`config.mk`:
```
export PLATFORM = sky130hd
export DESIGN_NAME = avalon_rdwr_mem_top
export DESIGN_NICKNAME = d
export VERILOG_FILES = /design/src/hdl/mem_ctrl_pkg.sv /design/src/hdl/avalon_mem_pkg.sv /design/src/hdl/avalon_mem_rdwr_if.sv /design/src/hdl/avalon_rdwr_mem_top.sv /design/src/hdl/avalon_burst_memory.sv /design/src/hdl/avalon_mem_rdwr_connect.sv
export VERILOG_INCLUDE_DIRS = /design/src /design/src/hdl
export SDC_FILE = /design/constraint.sdc
export NUM_CORES = 2
export LEC_CHECK = 0
export ABC_AREA = 0
export ABC_CLOCK_PERIOD_IN_PS = 5900
export BUFFER_PORTS_ARGS = -buffer_cell sky130_fd_sc_hd__buf_4
export CAP_MARGIN = 0
export CORE_MARGIN = 2
export CORE_UTILIZATION = 67
export DETAILED_ROUTE_END_ITERATION = 8
export PLACE_DENSITY = 0.83
export SLEW_MARGIN = 20
export SYNTH_ARGS = -nofsm -noshare
export SYNTH_HDL_FRONTEND = slang
export SYNTH_SLANG_ARGS = --single-unit
```
`constraint.sdc`:
```
create_clock -name clk -period 5.9 [get_ports clk]
set_input_delay 0.885 -clock clk [delete_from_list [all_inputs] [get_ports clk]]
set_output_delay 0.885 -clock clk [all_outputs]
set_load 0.05 [all_outputs]
```
`src/hdl/avalon_mem_macros.svh`:
```
//////////////////////////////////////////////////
// Fixed widths and read latency of the split bus
// Include this header wherever a width is needed
//////////////////////////////////////////////////

`ifndef AVALON_MEM_MACROS_SVH
`define AVALON_MEM_MACROS_SVH

// Word address width, so the memory holds 64 words
`define AVMM_ADDR_WIDTH 6
`define AVMM_DATA_WIDTH 32
// Bursts of 1 to 4 beats are legal
`define AVMM_BURST_WIDTH 3
// Cycles from read accept at the memory to the first data beat
`define AVMM_RD_LATENCY 2
// Width of the counter that walks through the read latency
`define AVMM_RD_LAT_WIDTH 2

`endif
```
`src/hdl/mem_ctrl_pkg.sv`:
```
//////////////////////////////////////////////////
// Control encodings of the memory endpoint
// Holds the read FSM states and the command opcodes
//////////////////////////////////////////////////

package mem_ctrl_pkg;

    // Read FSM of the memory slave
    // RD_WAIT counts out the read latency and RD_BURST sends the beats
    typedef enum logic [1:0] {
        RD_IDLE,
        RD_WAIT,
        RD_BURST
    } rd_state_t;

    // Command decoded from the bus strobes
    // The pattern file uses the same encoding
    typedef enum logic [1:0] {
        CMD_WRITE,
        CMD_READ,
        CMD_IDLE
    } mem_cmd_t;

endpackage

```
`src/hdl/avalon_mem_pkg.sv`:
```
//////////////////////////////////////////////////
// Field types of the split read/write memory bus
// Import it wherever bus fields are stored or passed
//////////////////////////////////////////////////

`include "avalon_mem_macros.svh"

package avalon_mem_pkg;

    // Word address into the memory
    typedef logic [`AVMM_ADDR_WIDTH-1:0] address_t;

    // One data word on either channel
    typedef logic [`AVMM_DATA_WIDTH-1:0] data_t;

    // One enable bit per data byte
    typedef logic [`AVMM_DATA_WIDTH/8-1:0] byteenable_t;

    // Beat count of a read burst
    // Zero is not a legal value on the bus
    typedef logic [`AVMM_BURST_WIDTH-1:0] burstcount_t;

endpackage

```
`src/hdl/avalon_mem_rdwr_if.sv`:
```
//////////////////////////////////////////////////
// Avalon-style split read/write memory bus
// The master side binds to_slave and the slave
// side binds to_master
//////////////////////////////////////////////////

`timescale 1ns/1ps

interface avalon_mem_rdwr_if;
    import avalon_mem_pkg::*;

    // Read request, held by the master while rd_waitrequest is high
    logic        rd_read;
    address_t    rd_address;
    burstcount_t rd_burstcount;
    logic        rd_waitrequest;

    // Read response beats, which cannot be back-pressured
    data_t       rd_readdata;
    logic        rd_readdatavalid;

    // Write request, single beat only and with no response
    logic        wr_write;
    address_t    wr_address;
    data_t       wr_writedata;
    byteenable_t wr_byteenable;
    logic        wr_waitrequest;

    // Used by a master that sends requests toward a slave
    modport to_slave
    (
        output rd_read, rd_address, rd_burstcount,
        input  rd_waitrequest, rd_readdata, rd_readdatavalid,

        output wr_write, wr_address, wr_writedata, wr_byteenable,
        input  wr_waitrequest
    );

    // Used by a slave that answers requests from a master
    modport to_master
    (
        input  rd_read, rd_address, rd_burstcount,
        output rd_waitrequest, rd_readdata, rd_readdatavalid,

        input  wr_write, wr_address, wr_writedata, wr_byteenable,
        output wr_waitrequest
    );

endinterface

```
`src/hdl/avalon_rdwr_mem_top.sv`:
```
//////////////////////////////////////////////////
// Memory endpoint top level
// Host ports feed a request slice and then the
// burst memory over two split bus instances
//////////////////////////////////////////////////

`timescale 1ns/1ps

module avalon_rdwr_mem_top
(
    input  logic clk,
    input  logic reset,

    // Read channel from the host
    input  logic                       rd_read,
    input  avalon_mem_pkg::address_t    rd_address,
    input  avalon_mem_pkg::burstcount_t rd_burstcount,
    output logic                       rd_waitrequest,
    output avalon_mem_pkg::data_t       rd_readdata,
    output logic                       rd_readdatavalid,

    // Write channel from the host
    input  logic                       wr_write,
    input  avalon_mem_pkg::address_t    wr_address,
    input  avalon_mem_pkg::data_t       wr_writedata,
    input  avalon_mem_pkg::byteenable_t wr_byteenable,
    output logic                       wr_waitrequest
);

    // Host side of the connector
    avalon_mem_rdwr_if host_bus ();
    // Memory side of the connector
    avalon_mem_rdwr_if mem_bus ();

    assign host_bus.rd_read       = rd_read;
    assign host_bus.rd_address    = rd_address;
    assign host_bus.rd_burstcount = rd_burstcount;
    assign host_bus.wr_write      = wr_write;
    assign host_bus.wr_address    = wr_address;
    assign host_bus.wr_writedata  = wr_writedata;
    assign host_bus.wr_byteenable = wr_byteenable;

    assign rd_waitrequest   = host_bus.rd_waitrequest;
    assign rd_readdata      = host_bus.rd_readdata;
    assign rd_readdatavalid = host_bus.rd_readdatavalid;
    assign wr_waitrequest   = host_bus.wr_waitrequest;

    avalon_mem_rdwr_connect avalon_mem_rdwr_connect_i
    (
        .clk        (clk),
        .reset      (reset),
        .mem_slave  (mem_bus.to_slave),
        .mem_master (host_bus.to_master)
    );

    avalon_burst_memory avalon_burst_memory_i
    (
        .clk   (clk),
        .reset (reset),
        .mem   (mem_bus.to_master)
    );

endmodule

```
`src/hdl/avalon_burst_memory.sv`:
```
//////////////////////////////////////////////////
// 64-word memory slave on the split bus
// Takes byte-enabled single writes every cycle and
// serves one read burst at a time
//////////////////////////////////////////////////

`timescale 1ns/1ps

`include "avalon_mem_macros.svh"

module avalon_burst_memory
(
    input  logic clk,
    input  logic reset,

    avalon_mem_rdwr_if.to_master mem
);
    import avalon_mem_pkg::*;
    import mem_ctrl_pkg::*;

    data_t mem_array [1 << `AVMM_ADDR_WIDTH];

    rd_state_t rd_state;
    logic [`AVMM_RD_LAT_WIDTH-1:0] lat_cnt;
    burstcount_t beats_left;
    address_t rd_addr;
    data_t rd_data_q;
    logic rd_valid_q;

    mem_cmd_t wr_cmd;
    mem_cmd_t rd_cmd;
    logic rd_busy;
    logic beat_emit;
    logic last_beat;

    // Busy from the accept until the last beat goes out
    assign rd_busy = (rd_state != RD_IDLE);

    // Request decode, one command per channel
    // Writes are never stalled, so every write strobe is a write command
    assign wr_cmd = mem.wr_write ? CMD_WRITE : CMD_IDLE;
    assign rd_cmd = (mem.rd_read && !rd_busy) ? CMD_READ : CMD_IDLE;

    // A beat leaves once the latency count has run out and on every
    // cycle of the burst after that
    assign beat_emit = ((rd_state == RD_WAIT) && (lat_cnt == '0)) || (rd_state == RD_BURST);
    assign last_beat = (beats_left <= burstcount_t'(1));

    always_ff @(posedge clk)
    begin
        if (reset)
        begin
            rd_state   <= RD_IDLE;
            lat_cnt    <= '0;
            beats_left <= '0;
            rd_valid_q <= 1'b0;
            // Contents start out as zero
            for (int i = 0; i < (1 << `AVMM_ADDR_WIDTH); i++)
            begin
                mem_array[i] <= '0;
            end
        end
        else
        begin
            if (wr_cmd == CMD_WRITE)
            begin
                for (int b = 0; b < `AVMM_DATA_WIDTH / 8; b++)
                begin
                    if (mem.wr_byteenable[b])
                    begin
                        mem_array[mem.wr_address][b*8 +: 8] <= mem.wr_writedata[b*8 +: 8];
                    end
                end
            end

            rd_valid_q <= beat_emit;
            if (beat_emit)
            begin
                beats_left <= beats_left - burstcount_t'(1);
            end

            case (rd_state)
                RD_IDLE:
                begin
                    if (rd_cmd == CMD_READ)
                    begin
                        rd_state   <= RD_WAIT;
                        lat_cnt    <= `AVMM_RD_LAT_WIDTH'(`AVMM_RD_LATENCY - 1);
                        beats_left <= mem.rd_burstcount;
                    end
                end
                RD_WAIT:
                begin
                    if (lat_cnt != '0)
                    begin
                        lat_cnt <= lat_cnt - 1'b1;
                    end
                    else
                    begin
                        // The first beat goes out here
                        rd_state <= last_beat ? RD_IDLE : RD_BURST;
                    end
                end
                RD_BURST:
                begin
                    if (last_beat)
                    begin
                        rd_state <= RD_IDLE;
                    end
                end
                default:
                begin
                    rd_state <= RD_IDLE;
                end
            endcase
        end
    end

    // Read address and data path
    // The address wraps from 63 to 0 by its width
    always_ff @(posedge clk)
    begin
        if (rd_cmd == CMD_READ)
        begin
            rd_addr <= mem.rd_address;
        end
        else if (beat_emit)
        begin
            rd_addr <= rd_addr + address_t'(1);
        end

        if (beat_emit)
        begin
            rd_data_q <= mem_array[rd_addr];
        end
    end

    assign mem.rd_waitrequest   = rd_busy;
    assign mem.rd_readdata      = rd_data_q;
    assign mem.rd_readdatavalid = rd_valid_q;
    assign mem.wr_waitrequest   = 1'b0;

endmodule

```
`src/hdl/avalon_mem_rdwr_connect.sv`:
```
//////////////////////////////////////////////////
// Connects two split bus instances through a
// one-entry request slice on each channel
// Responses go straight back with no delay
//////////////////////////////////////////////////

`timescale 1ns/1ps

module avalon_mem_rdwr_connect
(
    input  logic clk,
    input  logic reset,

    avalon_mem_rdwr_if.to_slave  mem_slave,
    avalon_mem_rdwr_if.to_master mem_master
);
    import avalon_mem_pkg::*;

    // Read slice contents
    logic        rd_valid;
    address_t    rd_address_q;
    burstcount_t rd_burstcount_q;

    // Write slice contents
    logic        wr_valid;
    address_t    wr_address_q;
    data_t       wr_writedata_q;
    byteenable_t wr_byteenable_q;

    // Upstream stalls only when the slice is full and the held request
    // is not leaving this cycle, so back-to-back requests flow at full rate
    assign mem_master.rd_waitrequest = rd_valid && mem_slave.rd_waitrequest;
    assign mem_master.wr_waitrequest = wr_valid && mem_slave.wr_waitrequest;

    always_ff @(posedge clk)
    begin
        if (reset)
        begin
            rd_valid <= 1'b0;
        end
        else if (mem_master.rd_read && !mem_master.rd_waitrequest)
        begin
            // A new request refills the slice, even as the old one leaves
            rd_valid        <= 1'b1;
            rd_address_q    <= mem_master.rd_address;
            rd_burstcount_q <= mem_master.rd_burstcount;
        end
        else if (rd_valid && !mem_slave.rd_waitrequest)
        begin
            rd_valid <= 1'b0;
        end
    end

    // Same slice on the write channel, with the write payload
    always_ff @(posedge clk)
    begin
        if (reset)
        begin
            wr_valid <= 1'b0;
        end
        else if (mem_master.wr_write && !mem_master.wr_waitrequest)
        begin
            wr_valid        <= 1'b1;
            wr_address_q    <= mem_master.wr_address;
            wr_writedata_q  <= mem_master.wr_writedata;
            wr_byteenable_q <= mem_master.wr_byteenable;
        end
        else if (wr_valid && !mem_slave.wr_waitrequest)
        begin
            wr_valid <= 1'b0;
        end
    end

    // Downstream requests come only from the held registers
    assign mem_slave.rd_read       = rd_valid;
    assign mem_slave.rd_address    = rd_address_q;
    assign mem_slave.rd_burstcount = rd_burstcount_q;

    assign mem_slave.wr_write      = wr_valid;
    assign mem_slave.wr_address    = wr_address_q;
    assign mem_slave.wr_writedata  = wr_writedata_q;
    assign mem_slave.wr_byteenable = wr_byteenable_q;

    // Read beats pass back in the same cycle
    assign mem_master.rd_readdata      = mem_slave.rd_readdata;
    assign mem_master.rd_readdatavalid = mem_slave.rd_readdatavalid;

endmodule

```
Yosys cells after proc, flatten, opt, wreduce, memory -nomap -nowiden. Memory sizes are Yosys's and may differ from the RTL's. A register that Yosys moved wholly into a read port is not among the register bits. Index checks and enable logic that the tools add are counted.

Bits in registers: 67. Bits in writable memories: 2048. Bits of input ports: 55. Word-level logic and storage cells: 83. Memories kept: 1.

Memories: avalon_burst_memory_i.mem_array (words 64, width 32, rd ports 1, clocked after memory_dff 1, wr ports 64, line avalon_burst_memory.sv:21) `` data_t mem_array [1 << `AVMM_ADDR_WIDTH]; ``.

Add/subtract/negate cells: 3. $lt $le $gt $ge: 1. Eq/ne operators: 7. Multiplexer cells: 38. Bitwise logic cells: 1. Reductions and logical operators: 20.

Operators with widths (count): 32-bit two-way mux (1); 32-bit OR reduction (1); 1-bit two-way mux (21); 6-bit two-way mux (3); 2-bit two-way mux (7); 2-bit nonzero test (5); 3-bit two-way mux (3); 6-bit by 1-bit adder with 6-bit output (second input constant) (1); 2-bit logical NOT (3); 2-bit one-hot mux with 3 select lines (1); 3-bit AND reduction (2); 2-bit by 1-bit == test with 1-bit output (second input constant) (2); 1-bit logical AND (4); 4-bit two-way mux (1); 2-bit by 1-bit != test with 1-bit output (second input constant) (2); 2-bit != test (second input constant) (2); 2-bit one-hot mux with 2 select lines (1); 2-bit AND reduction (2); 3-bit by 1-bit less-or-equal comparator with 1-bit output (second input constant) (1); 3-bit by 1-bit subtractor with 3-bit output (second input constant) (1); 2-bit == test (second input constant) (1); 1-bit logical NOT (2); 2-bit by 1-bit subtractor with 2-bit output (second input constant) (1); 1-bit logical OR (1); 1-bit NOT (1).

Longest topological paths before layout.
Depth after elaboration: 7. Mapped depth: 9.

By module. A second synthesis with hierarchy kept.

Cells, all modules: 6503. Area total of the unflattened synthesis: 98454.4 sq um.

Modules (own cells, without submodules): avalon_burst_memory (times used 1, cells each 6409, area an instance 96575.1 sq um); avalon_mem_rdwr_connect (times used 1, cells each 94, area an instance 1879.3 sq um).

Worst setup path after synthesis. No wires, ideal clock.

Path type: input to register. From: input reset. To: register avalon_mem_rdwr_connect_i.wr_address_q[0] (netlist: avalon_mem_rdwr_connect_i.mem_slave.wr_address[0]) (enable). Arrival: 3102 ps. Data required time: 5454 ps. Path slack: 2352 ps. Cell stages on the path: 3. Cell sequence: clkbuf_1 clkbuf_1 nor2b_1.

Longest elaborated chain between the ends: 2.

RTL lines: from (decl) (line avalon_rdwr_mem_top.sv:12) `input logic reset,`; 1-bit NOT (no source line); 2-bit AND reduction (no source line); to (signal assigned) (line avalon_mem_rdwr_connect.sv:64) `wr_address_q <= mem_master.wr_address;`; to (decl) (line avalon_mem_rdwr_connect.sv:26) `address_t wr_address_q;`.

Every way passes these cells. A chain may end at the register's enable or synchronous reset.

==> results.json <==
{
  "status": "completed",
  "cts_hold_buffers": 0,
  "p_total_mw": 35.5,
  "ir_drop_mv": 0.322,
  "synth_async_sr_flop_share_pct": 0,
  "synth_area_per_cell_sq_um": 14.6,
  "tns_ps": 0,
  "drive_above_1_share_pct": 16.5,
  "seq_area_frac_synth_pct": 65.3,
  "synth_top_area_share_pct": 65.1,
  "post-cts-setup-buffers": 0,
  "cts_resized": 0,
  "antenna_found_initial": 25,
  "hold_viol_final": 0,
  "die_h_um": 388,
  "postLayoutSetupSlackWorst_ps": 2220,
  "path_class": "reg -> reg",
  "hold_path_class": "in -> reg",
  "start_kind": "flop",
  "synthTopCellsByCount": "edfxtp_1 (2137), and2_1 (2051), mux2i_1 (481)",
  "cp_max_fo": 9,
  "dpl.cell_count": 8352,
  "ys_warn_count": 0,
  "period_share_pct": 62.3,
  "clkLatencyLatePin_ps": 860,
  "pre_cts_ws_ps": 1840,
  "synthesis.area_sq_um": 98600,
  "slew-limit-headroom_pct": 13.1,
  "grt_pass1_wl_um": 380000,
  "p_leak_nw": 40.6,
  "wire_per_inst_um": 30.1,
  "vias_per_cell": 6.60,
  "syn2layout_area_growth_pct": 8.79,
  "io_buffers": 88,
  "initial_core_util_pct": 67.6,
  "grt_max_degree": 122,
  "dr_total_vias": 57868,
  "cts_buffers": 208,
  "dieArea_sq_um": 150000,
  "final-seq-area_sq_um": 64400,
  "io_pins": 90,
  "hpwl_um": 160000,
  "cp.required_ps": 6440,
  "ys_top_cells_by_area": "edfxtp_1 (65%), and2_1 (13%), mux4_2 (7.7%)",
  "period_needed_ps": 3680,
  "power.density_nw_per_um2": 331,
  "max_freq_mhz": 272,
  "fillers": 8551,
  "cts_max_level": 4,
  "cts_sinks": 2147,
  "max_slew.worst_pin.slew_ps": 1300,
  "drc": 0,
  "synth_top_cell_by_area": "edfxtp_1",
  "grt_pass1_vias": 56818,
  "setup_viol": 0,
  "synth_edf_count": 2137,
  "synthFlopType": "edfxtp_1",
  "firstDrtPassIters": 8,
  "crit_path_end_kind": "flop",
  "synthCells": 6772,
  "mappedNetlistNets": 6831,
  "finClkSkew_ps": 36.1,
  "rsz0062_at_grt": "no",
  "synth.most_common_cell": "edfxtp_1",
  "cts_tree": "done",
  "max_stage_delay_ps": 990,
  "finalNonFillerCells": 8771,
  "globalplace.congestion": 0.898,
  "core_area_sq_um": 146000,
  "postRouteAntennaNets": 0,
  "routed_wl_um": 264000,
  "dieWidth_um": 388,
  "fp-row-count": 140,
  "cp_data_arrival_time_ps": 4210,
  "grt_overflow": 0,
  "crit_chain": "nor3_1, nand2_1, nor2_1, or2_2",
  "clk_pin_slew_ps": 60,
  "synth.distinct_cells": 46,
  "clockBufferDepth": 3,
  "nets": 6704,
  "drv_cap": 0,
  "drtIter0Drc": 8634,
  "synth_seq_cells": 2147,
  "grt_use_total_pct": 35.2,
  "cts_root_buf": "clkbuf_16",
  "worst_path_max_delay_cell": "nand2_1",
  "drv_slew": 0,
  "multi_input_area_sq_um": 32200
}
-- flip-flops by register name, summed over array words and instances (netlist names) --
signal and cells:
avalon_mem_rdwr_connect_i.mem_slave.wr_writedata 32, avalon_burst_memory_i.mem_array 2048, avalon_mem_rdwr_connect_i.mem_slave.rd_burstcount 3, avalon_burst_memory_i.lat_cnt 2, avalon_mem_rdwr_connect_i.mem_slave.wr_write 1, avalon_burst_memory_i.mem.rd_readdatavalid 1, avalon_burst_memory_i.rd_state 2, avalon_mem_rdwr_connect_i.mem_slave.rd_address 6
avalon_mem_rdwr_connect_i.mem_slave.wr_byteenable 4, avalon_burst_memory_i.mem.rd_readdata 32, avalon_burst_memory_i.rd_addr 6, avalon_mem_rdwr_connect_i.mem_slave.rd_read 1, avalon_burst_memory_i.beats_left 3, avalon_mem_rdwr_connect_i.mem_slave.wr_address 6
-- final timing paths --
check                                                         start                                     to  slack [ps]  depth (start not counted)
setup / recovery  avalon_mem_rdwr_connect_i.mem_slave.wr_address[4]  avalon_burst_memory_i.mem_array[1][2]        2220                          4
hold / removal                                      wr_writedata[7]                                   flop         210                          1
setup reg to reg  avalon_mem_rdwr_connect_i.mem_slave.wr_address[4]  avalon_burst_memory_i.mem_array[1][2]        2220                          4
hold reg to reg                 avalon_burst_memory_i.beats_left[2]      avalon_burst_memory_i.rd_state[1]         490                          1
-- area by class of cell --
| class | count | area share (%) |
|---|---|---|
| repair buffers | 171 | 1.31 |
| inverters | 4 | 0.0140 |
| clock buffers | 254 | 5.21 |
| clock inverters | 130 | 1.17 |
| diodes | 35 | 0.0816 |
| well taps | 1917 | 2.24 |
| flip-flops and latches | 2147 | 60.0 |
| multi-input cells | 4113 | 30.0 |
-- cells in the final DEF, fill, tap and decap left out, drive strengths merged, types with 4 or more instances in the layout --
cell type,synthesis,final
a21oi,89,89
a221oi,35,35
a22o,32,32
a22oi,73,73
a311oi,48,48
a31o,24,24
a31oi,8,8
and2,2052,2052
and3b,5,5
buf,163,171
bufinv,0,24
clkbuf,345,254
clkinv,0,91
clkinvlp,0,10
dfxtp,10,10
diode,0,35
edfxtp,2137,2137
ha,4,4
inv,4,9
mux2i,481,481
mux4,336,336
nand2,173,173
nor2,340,340
nor2b,12,12
nor3b,8,8
o211ai,9,9
o21ai,100,100
or2,257,257
xor2,4,4
-- where the power goes --
group	total, mW	internal (mW)	switching, mW
clock network	13.5	7.75	5.74
registers	17.4	17.2	0.229
logic	4.57	1.56	3.01
-- logic make-up (layout without fill, tap and decap cells) --
| logic type | after synthesis | after routing | synth area share (%) |
|---|---|---|---|
| simple gates | 2856 | 2856 | 16.9 |
| flops | 2147 | 2147 | 65.3 |
| mux | 818 | 818 | 12.6 |
| buf+inv | 512 | 559 | 2.23 |
| compound gates | 428 | 428 | 2.96 |
| xor+xnor | 6 | 6 | 0.0533 |
| fa+ha+maj | 4 | 4 | 0.0508 |
| other cells | 1 | 36 | 0.00380 |
-- worst max-delay path: cells and delay by family, from the launching register on --
| family | cells | cell delay (ps) |
|---|---|---|
| flops | 1 | 530 |
| simple gates | 4 | 2840 |
-- metrics by stage --
step | area (sq um) | utilization (%) | hold WS, ps
final | 107000 | 73.5 | 215
after global routing | 107000 | 73.5 | 199
after CTS | 107000 | 73.5 | 175
after detailed placement | 100000 | 68.8 | 477
after global placement | 100000 | 68.8 | 478
after floorplan | 98600 | - | 460
-- layer usage --
metal / vias to the layer above / routed length (um) / GRT usage [%]
met4: 36 / 14900 / 19.1
met2: 4199 / 119000 / 52.3
li1: 24387 / - / -
met5: - / 309 / 0.478
met1: 28478 / 93000 / 46.9
met3: 768 / 36500 / 11.0
No activity file was read; power rests on OpenSTA's default activity.
